===== src/verilog/debug_pkg.sv =====
// Shared widths, encodings and port structs for the debug unit; imported by every RTL module
`default_nettype none

package debug_pkg;

  ////////////////////////////////////////////////////////////////////////////
  // Widths and PC constants
  ////////////////////////////////////////////////////////////////////////////

  // Data and PC width
  localparam int unsigned XLEN = 32;

  // Reset vector
  localparam logic [XLEN-1:0] PC_INIT = 32'h8000_0000;
  // One instruction per retire
  localparam logic [XLEN-1:0] PC_STEP = 32'd4;

  ////////////////////////////////////////////////////////////////////////////
  // Encodings
  ////////////////////////////////////////////////////////////////////////////

  // Debug register map
  typedef enum logic [1:0] {
    DBG_CTRL   = 2'd0,  // bit0 step enable, bit1 breakpoint enable
    DBG_HIT    = 2'd1,  // bit0 step hit, bit1 breakpoint hit
    DBG_BPADDR = 2'd2,
    DBG_PC     = 2'd3   // read only
  } dbg_addr_e;

  // Core run state
  typedef enum logic [1:0] {
    RUN    = 2'd0,
    STEP   = 2'd1,
    HALTED = 2'd2
  } dbg_state_e;

  ////////////////////////////////////////////////////////////////////////////
  // Port and register structs
  ////////////////////////////////////////////////////////////////////////////

  // Debugger request, XLEN+4 bits
  typedef struct packed {
    logic            strb;
    logic            we;
    dbg_addr_e       addr;
    logic [XLEN-1:0] wdata;
  } dbg_req_t;

  // Response, ack one cycle after strobe
  typedef struct packed {
    logic            ack;
    logic [XLEN-1:0] rdata;
  } dbg_rsp_t;

  // Field order follows register bit order, LSB last
  typedef struct packed {
    logic bp_en;
    logic step_en;
  } dbg_ctrl_t;

  // Hit event and hit status share one layout
  typedef struct packed {
    logic bp_hit;
    logic step_hit;
  } dbg_hit_t;

endpackage

`default_nettype wire


===== src/verilog/debug_fsm.sv =====
// Run, step and halt control of the core; instantiated once in the debug unit top level
`timescale 1ns/100ps
`default_nettype none

module debug_fsm import debug_pkg::*; (
  input  wire             HCLK,
  input  wire             reset_i,
  input  wire             dbg_stall_i,
  input  wire  dbg_ctrl_t ctrl_i,
  input  wire  dbg_hit_t  hit_status_i,
  input  wire             bp_match_i,
  output logic            retire_o,
  output dbg_hit_t        hit_set_o,
  output logic            cpu_stall_o,
  output logic            dbg_bp_o
);

  dbg_state_e state_q;
  dbg_state_e state_d;
  dbg_hit_t   hit_q;
  logic       bp_stop;

  // Armed breakpoint sitting on current PC
  assign bp_stop = ctrl_i.bp_en && bp_match_i;

  ////////////////////////////////////////////////////////////////////////////
  // Next state and retire decision
  ////////////////////////////////////////////////////////////////////////////

  always_comb begin
    state_d   = state_q;
    retire_o  = 1'b0;
    hit_set_o = '0;

    case (state_q)
      RUN, STEP: begin
        if (dbg_stall_i) begin
          // External stall first, no hit reported
          state_d  = HALTED;
          // Never retire past an armed breakpoint
          retire_o = !bp_stop;
        end else if (bp_stop) begin
          // Stop before the breakpoint instruction
          state_d          = HALTED;
          hit_set_o.bp_hit = 1'b1;
        end else begin
          retire_o = 1'b1;
          // STEP always halts after its one instruction
          if (state_q == STEP || ctrl_i.step_en) begin
            state_d            = HALTED;
            hit_set_o.step_hit = 1'b1;
          end
        end
      end

      HALTED: begin
        // Stay until stall dropped and status cleared
        if (!dbg_stall_i && hit_status_i == '0) begin
          state_d = ctrl_i.step_en ? STEP : RUN;
        end
      end

      default: begin
        state_d = RUN;
      end
    endcase
  end

  ////////////////////////////////////////////////////////////////////////////
  // State and hit event registers
  ////////////////////////////////////////////////////////////////////////////

  always_ff @(posedge HCLK) begin
    if (reset_i) begin
      state_q <= RUN;
      hit_q   <= '0;
    end else begin
      state_q <= state_d;
      // Lines up with the status update in the register bank
      hit_q   <= hit_set_o;
    end
  end

  // Core frozen only while halted
  assign cpu_stall_o = (state_q == HALTED);

  // Breakpoint pulse to debugger on any hit
  assign dbg_bp_o = |hit_q;

endmodule

`default_nettype wire


===== src/verilog/pc_sequencer.sv =====
// Program counter model of the core with breakpoint compare; instantiated in the debug unit top
`timescale 1ns/100ps
`default_nettype none

module pc_sequencer import debug_pkg::*; (
  input  wire              HCLK,
  input  wire              reset_i,
  input  wire              retire_i,
  input  wire  [XLEN-1:0]  bp_addr_i,
  output logic [XLEN-1:0]  pc_o,
  output logic             bp_match_o
);

  logic [XLEN-1:0] pc_q;

  ////////////////////////////////////////////////////////////////////////////
  // PC counter
  ////////////////////////////////////////////////////////////////////////////

  // Start at reset vector, one step per retired instruction
  always_ff @(posedge HCLK) begin
    if (reset_i) begin
      pc_q <= PC_INIT;
    end else if (retire_i) begin
      pc_q <= pc_q + PC_STEP;
    end
  end

  assign pc_o = pc_q;

  ////////////////////////////////////////////////////////////////////////////
  // Breakpoint compare
  ////////////////////////////////////////////////////////////////////////////

  // Raw address match, enable applied in the FSM
  assign bp_match_o = (pc_q == bp_addr_i);

endmodule

`default_nettype wire


===== src/verilog/debug_regs.sv =====
// Debugger-visible register bank with strobe/ack port; instantiated in the debug unit top
`timescale 1ns/100ps
`default_nettype none

module debug_regs import debug_pkg::*; (
  input  wire              HCLK,
  input  wire              reset_i,
  input  wire  dbg_req_t   dbg_req_i,
  input  wire  dbg_hit_t   hit_set_i,
  input  wire  [XLEN-1:0]  pc_i,
  output dbg_rsp_t         dbg_rsp_o,
  output dbg_ctrl_t        ctrl_o,
  output dbg_hit_t         hit_status_o,
  output logic [XLEN-1:0]  bp_addr_o
);

  dbg_ctrl_t       ctrl_q;
  dbg_hit_t        hit_q;
  dbg_hit_t        hit_d;
  logic [XLEN-1:0] bp_addr_q;
  logic [XLEN-1:0] rdata_d;
  logic [XLEN-1:0] rdata_q;
  logic            ack_q;
  logic            wr_en;
  logic            rd_en;

  // Request decode
  assign wr_en = dbg_req_i.strb && dbg_req_i.we;
  assign rd_en = dbg_req_i.strb && !dbg_req_i.we;

  ////////////////////////////////////////////////////////////////////////////
  // Writable registers
  ////////////////////////////////////////////////////////////////////////////

  // Control and breakpoint address
  always_ff @(posedge HCLK) begin
    if (reset_i) begin
      ctrl_q    <= '0;
      bp_addr_q <= '0;
    end else if (wr_en) begin
      case (dbg_req_i.addr)
        DBG_CTRL:   ctrl_q    <= dbg_ctrl_t'(dbg_req_i.wdata[$bits(dbg_ctrl_t)-1:0]);
        DBG_BPADDR: bp_addr_q <= dbg_req_i.wdata;
        // HIT handled below, PC not writable
        default: ;
      endcase
    end
  end

  // Hit status, any write clears
  always_comb begin
    hit_d = hit_q;
    if (wr_en && dbg_req_i.addr == DBG_HIT) begin
      hit_d = '0;
    end
    // New event beats a clear in the same cycle
    hit_d = hit_d | hit_set_i;
  end

  always_ff @(posedge HCLK) begin
    if (reset_i) begin
      hit_q <= '0;
    end else begin
      hit_q <= hit_d;
    end
  end

  ////////////////////////////////////////////////////////////////////////////
  // Read path and acknowledge
  ////////////////////////////////////////////////////////////////////////////

  // Register mux, status fields zero extended
  always_comb begin
    case (dbg_req_i.addr)
      DBG_CTRL:   rdata_d = XLEN'(ctrl_q);
      DBG_HIT:    rdata_d = XLEN'(hit_q);
      DBG_BPADDR: rdata_d = bp_addr_q;
      default:    rdata_d = pc_i;
    endcase
  end

  // Read data sampled at the strobe edge
  always_ff @(posedge HCLK) begin
    if (rd_en) begin
      rdata_q <= rdata_d;
    end
  end

  // One-cycle ack for reads and writes alike
  always_ff @(posedge HCLK) begin
    if (reset_i) begin
      ack_q <= 1'b0;
    end else begin
      ack_q <= dbg_req_i.strb;
    end
  end

  assign dbg_rsp_o    = '{ack: ack_q, rdata: rdata_q};
  assign ctrl_o       = ctrl_q;
  assign hit_status_o = hit_q;
  assign bp_addr_o    = bp_addr_q;

endmodule

`default_nettype wire


===== src/verilog/debug_unit_top.sv =====
// Debug unit top level joining FSM, PC sequencer and register bank; the DUT of the testbench
`timescale 1ns/100ps
`default_nettype none

module debug_unit_top import debug_pkg::*; (
  input  wire              HCLK,
  input  wire              reset_i,
  input  wire              dbg_stall_i,
  input  wire  dbg_req_t   dbg_req_i,
  output dbg_rsp_t         dbg_rsp_o,
  output logic             dbg_bp_o,
  output logic             cpu_stall_o,
  output logic [XLEN-1:0]  pc_o
);

  ////////////////////////////////////////////////////////////////////////////
  // Internal nets
  ////////////////////////////////////////////////////////////////////////////

  // From register bank
  dbg_ctrl_t       ctrl;
  dbg_hit_t        hit_status;
  logic [XLEN-1:0] bp_addr;

  // From sequencer
  logic            bp_match;

  // From FSM
  logic            retire;
  dbg_hit_t        hit_set;

  ////////////////////////////////////////////////////////////////////////////
  // Blocks
  ////////////////////////////////////////////////////////////////////////////

  // Run and halt control
  debug_fsm fsm0 (
    .HCLK         (HCLK),
    .reset_i      (reset_i),
    .dbg_stall_i  (dbg_stall_i),
    .ctrl_i       (ctrl),
    .hit_status_i (hit_status),
    .bp_match_i   (bp_match),
    .retire_o     (retire),
    .hit_set_o    (hit_set),
    .cpu_stall_o  (cpu_stall_o),
    .dbg_bp_o     (dbg_bp_o)
  );

  // Core PC stand-in
  pc_sequencer seq0 (
    .HCLK       (HCLK),
    .reset_i    (reset_i),
    .retire_i   (retire),
    .bp_addr_i  (bp_addr),
    .pc_o       (pc_o),
    .bp_match_o (bp_match)
  );

  // Debugger register port
  debug_regs regs0 (
    .HCLK         (HCLK),
    .reset_i      (reset_i),
    .dbg_req_i    (dbg_req_i),
    .hit_set_i    (hit_set),
    .pc_i         (pc_o),
    .dbg_rsp_o    (dbg_rsp_o),
    .ctrl_o       (ctrl),
    .hit_status_o (hit_status),
    .bp_addr_o    (bp_addr)
  );

endmodule

`default_nettype wire


===== config.mk =====
export PLATFORM = sky130hd
export DESIGN_NAME = debug_unit_top
export DESIGN_NICKNAME = d
export VERILOG_FILES = /design/src/verilog/debug_pkg.sv /design/src/verilog/debug_fsm.sv /design/src/verilog/pc_sequencer.sv /design/src/verilog/debug_regs.sv /design/src/verilog/debug_unit_top.sv
export SDC_FILE = /design/constraint.sdc
export NUM_CORES = 1
export LEC_CHECK = 0
export ABC_AREA = 1
export ABC_CLOCK_PERIOD_IN_PS = 2540
export BUFFER_PORTS_ARGS = -buffer_cell sky130_fd_sc_hd__clkbuf_2
export CAP_MARGIN = 20
export CELL_PAD_IN_SITES_DETAIL_PLACEMENT = 2
export CELL_PAD_IN_SITES_GLOBAL_PLACEMENT = 2
export CORE_ASPECT_RATIO = 1.75
export CORE_MARGIN = 3
export CORE_UTILIZATION = 31
export DETAILED_ROUTE_END_ITERATION = 12
export PLACE_DENSITY = 0.78
export SETUP_SLACK_MARGIN = 0.5
export SLEW_MARGIN = 20
export SYNTH_ARGS = -nofsm -noshare
export SYNTH_HDL_FRONTEND = slang
export SYNTH_SLANG_ARGS = --single-unit
export TNS_END_PERCENT = 1

===== constraint.sdc =====
create_clock -name HCLK -period 2.54 [get_ports HCLK]
set_input_delay 0.381 -clock HCLK [delete_from_list [all_inputs] [get_ports HCLK]]
set_output_delay 0.381 -clock HCLK [all_outputs]
set_load 0.01 [all_outputs]

==> results.sh <==
export IMPL_status="finished clean"
export IMPL_hold_class="input port to flop"
export IMPL_crit_arrival_ns=2.27
export IMPL_synth_xor_area_share_pct=7.08
export IMPL_cp_slowest_stage_delay_ns=0.47
export IMPL_num_fill_cells=2023
export IMPL_route_detailed_drc=0
export IMPL_crit_slowest_cell="dfxtp_1"
export IMPL_grt_pass1_wl_mm=32.6
export IMPL_crit_path_start_kind="flop"
export IMPL_cts_root_buf="clkbuf_16"
export IMPL_hold_path_depth=3
export IMPL_ir_drop_uv=280
export IMPL_num_nets_final=836
export IMPL_synth_common_cells="nand2_1, nor2_1, dfxtp_1"
export IMPL_crit_start="regs0.bp_addr_o[21]"
export IMPL_hpwl_mm=16.1
export IMPL_synth_simple_area_share_pct=29.2
export IMPL_tns_ns=0
export IMPL_gp_congestion=0.895
export IMPL_cts_inserted_buffers=9
export IMPL_clock_path_buffers=2
export IMPL_post_cts_setup_buffer_count=0
export IMPL_synth_ff_type="dfxtp_1"
export IMPL_crit_family="simple AND/OR/NAND/NOR gates"
export IMPL_powerDensity_nw_per_um2=557
export IMPL_final_max_slew_viol_count=0
export IMPL_hold_violations=0
export IMPL_worstRegToRegCells=9
export IMPL_design_area_um2=6290
export IMPL_synth_top_family_by_area="simple AND/OR/NAND/NOR gates"
export IMPL_rrSetupSlack_ns=0.55
export IMPL_core_um2=16400
export IMPL_leakage_nw=2.62
export IMPL_pre_cts_ws_ns=0.385
export IMPL_finalPower_mw=3.50
export IMPL_slew_headroom_pct=64.9
export IMPL_path_class="flop to flop"
export IMPL_finalWorstSetupSlack_ns=0.550
export IMPL_multiInputGateArea_um2=2450
export IMPL_cts_tree="done"
export IMPL_cts_sinks=103
export IMPL_post_synth_top_area_cell="dfxtp_1"
export IMPL_synth_top_area_share_pct=27.3
export IMPL_grt_usage_pct=23.1
export IMPL_dr_pass1_iters=4
export IMPL_clkTransAtPathRegs_ns=0.08
export IMPL_worst_slew_pin_slew_ns=0.525
export IMPL_setup_viol=0
export IMPL_yosysWarnings=0
export IMPL_hold_path_end="regs0.bp_addr_o[8]"
export IMPL_drt_wl_total_mm=20.8
export IMPL_num_io_pins=106
export IMPL_hp_start="dbg_req_i[8]"
export IMPL_final_antenna_net_count=0
export IMPL_synth_mux_area_share_pct=0
export IMPL_cp_num_buf_inv=0
export IMPL_synth_adder_area_share_pct=0.241
export IMPL_drt_iter0_markers=186
export IMPL_synth_edff_count=32
export IMPL_syn_cell_area_um2=5200
export IMPL_period_share_pct=78.3
export IMPL_rsz0062_at_grt="true"
export IMPL_ys_seq_area_share_pct=45.8
export IMPL_portBuffers=103
export IMPL_die_w_um=104
export IMPL_antenna_found_initial=0
export IMPL_r2r_start="regs0.bp_addr_o[21]"
export IMPL_drive_gt1_share_pct=21.5
export IMPL_crit_path_frequent_cell="nand2_1"
export IMPL_clk_latency_ns=0.36
export IMPL_async_reset_ff_share_pct=0
export IMPL_regToRegEndpoint="seq0.pc_o[5]"
export IMPL_area_growth_pct=21.1
export IMPL_avgSynthCellArea_um2=7.47
export IMPL_start_util_pct=31.6
export IMPL_layout_min_cycle_time_ns=1.99
export IMPL_ys_types=33
export IMPL_cp_required_ns=2.82
export IMPL_ys_seq_elements=103
export IMPL_synth_compound_area_share_pct=10.2
export IMPL_n_antenna_cell=0
export IMPL_dieArea_um2=18400
export IMPL_post_route_util_pct=38.3
export IMPL_max_cap_violations=0
export IMPL_die_h_um=177
export IMPL_fmax_ghz=0.503
export IMPL_ff_latch_area_um2=2390
export IMPL_rows=62
export IMPL_post_synth_top_count_cell="nand2_1"
export IMPL_path_max_fanout=30
export IMPL_grt_max_degree=35
export IMPL_grt_ovfl_total=0
export IMPL_setup_worst_path_end_class="flop"
export IMPL_via_per_inst=5.01
export IMPL_crit_chain="xnor2_1, nand2_1, nor2_1, nand2_1, nor2_4, nand2_4, nand2_8, nand2_1, a21oi_1"
export IMPL_htree_levels=3
export IMPL_synth_area_leaders="dfxtp_1, edfxtp_1, nand2_1"
export IMPL_netlist_instances=696
export IMPL_dpl_cell_area_um2=5990
export IMPL_grt_pass1_vias=5861
export IMPL_skew_ns=0.0133
export IMPL_holdBufCountCts=0
export IMPL_num_vias=5134
export IMPL_wl_per_cell_um=20.3
through the flow:
stage	hold slack, ns	instances
2_1_floorplan	0.459	697
3_3_place_gp	0.478	1009
3_5_place_dp	0.503	1009
4_1_cts	0.250	1025
5_1_grt	0.261	1025
6_report	0.248	1025
kinds of logic (layout without fill, tap and decap cells):
kind of cell / count (synthesis) / after routing
compound gates: 99 / 99
xor+xnor: 42 / 42
fa+ha+maj: 1 / 1
buf+inv: 83 / 187
flops: 103 / 103
other cells: 1 / 2
simple gates: 367 / 367
power by group:
| group | internal (mW) | switching (mW) | leakage [nW] |
|---|---|---|---|
| clock network | 0.695 | 0.706 | 0.143 |
| registers | 1.74 | 0.0426 | 0.888 |
| logic | 0.106 | 0.215 | 1.59 |
| total | 2.54 | 0.963 | 2.62 |
how the worst max path moves through the flow:
stage	end	slack (ns)	cells after the start
floorplan	regs0.rdata_q[0]	0.88	2
global placement	seq0.pc_o[18]	0.50	9
detailed placement	seq0.pc_o[6]	0.38	9
CTS	seq0.pc_o[5]	0.47	9
global route	seq0.pc_o[6]	0.42	9
finish	seq0.pc_o[5]	0.55	9
worst reg2reg max path: cells and delay by family (launching register included):
family                    cells  cell delay (ns)
and+or+nand+nor               7             1.11
DFF                           1             0.47
xor gates and xnor gates      1             0.16
AOI/OAI and AO/OA             1             0.16
repair_timing:
action	4_1_cts	5_1_grt
hold endpoints to repair	0	0
setup endpoints to repair	29	30
gates resized for setup	2	5
final cells by class:
class | instances | area share [%]
clock buffers | 10 | 3.64
clock inverters | 6 | 0.954
inverters | 38 | 2.27
multi-input cells | 511 | 38.9
flip-flops and latches | 103 | 37.9
well taps | 224 | 4.45
repair buffers | 133 | 11.8
registers in the layout, summed over array words and instances, names as in the netlist:
signal and count:
regs0.ctrl_o 2, regs0.ack_q 1, regs0.hit_status_o 2, fsm0.state_q 2, seq0.pc_o 30, fsm0.hit_q 2, regs0.rdata_q 32, regs0.bp_addr_o 32
layout by cell type, fill, tap and decap left out, types with 3 or more instances in the layout:
cell	n
buf_4	29
inv_8	3
nand2_1	177
a22o_1	7
nand3_1	56
clkbuf_2	103
clkbuf_16	9
inv_2	5
inv_1	31
dfxtp_1	67
a21oi_1	36
dfxtp_2	4
nor2_4	3
nor2_1	116
o21ai_1	8
edfxtp_1	32
o21ai_0	42
nor2_2	6
xnor2_1	26
o22ai_1	4
xor2_1	16
routing by layer:
layer / track usage (%) / vias up / share of wire (%)
li1: - / 2431 / -
met5: 0 / - / 0
met3: 3.42 / 46 / 2.6
met1: 22.3 / 2538 / 36
met4: 12.6 / 0 / 5.2
met2: 46.2 / 119 / 56
No activity file was read; power rests on OpenSTA's default activity.
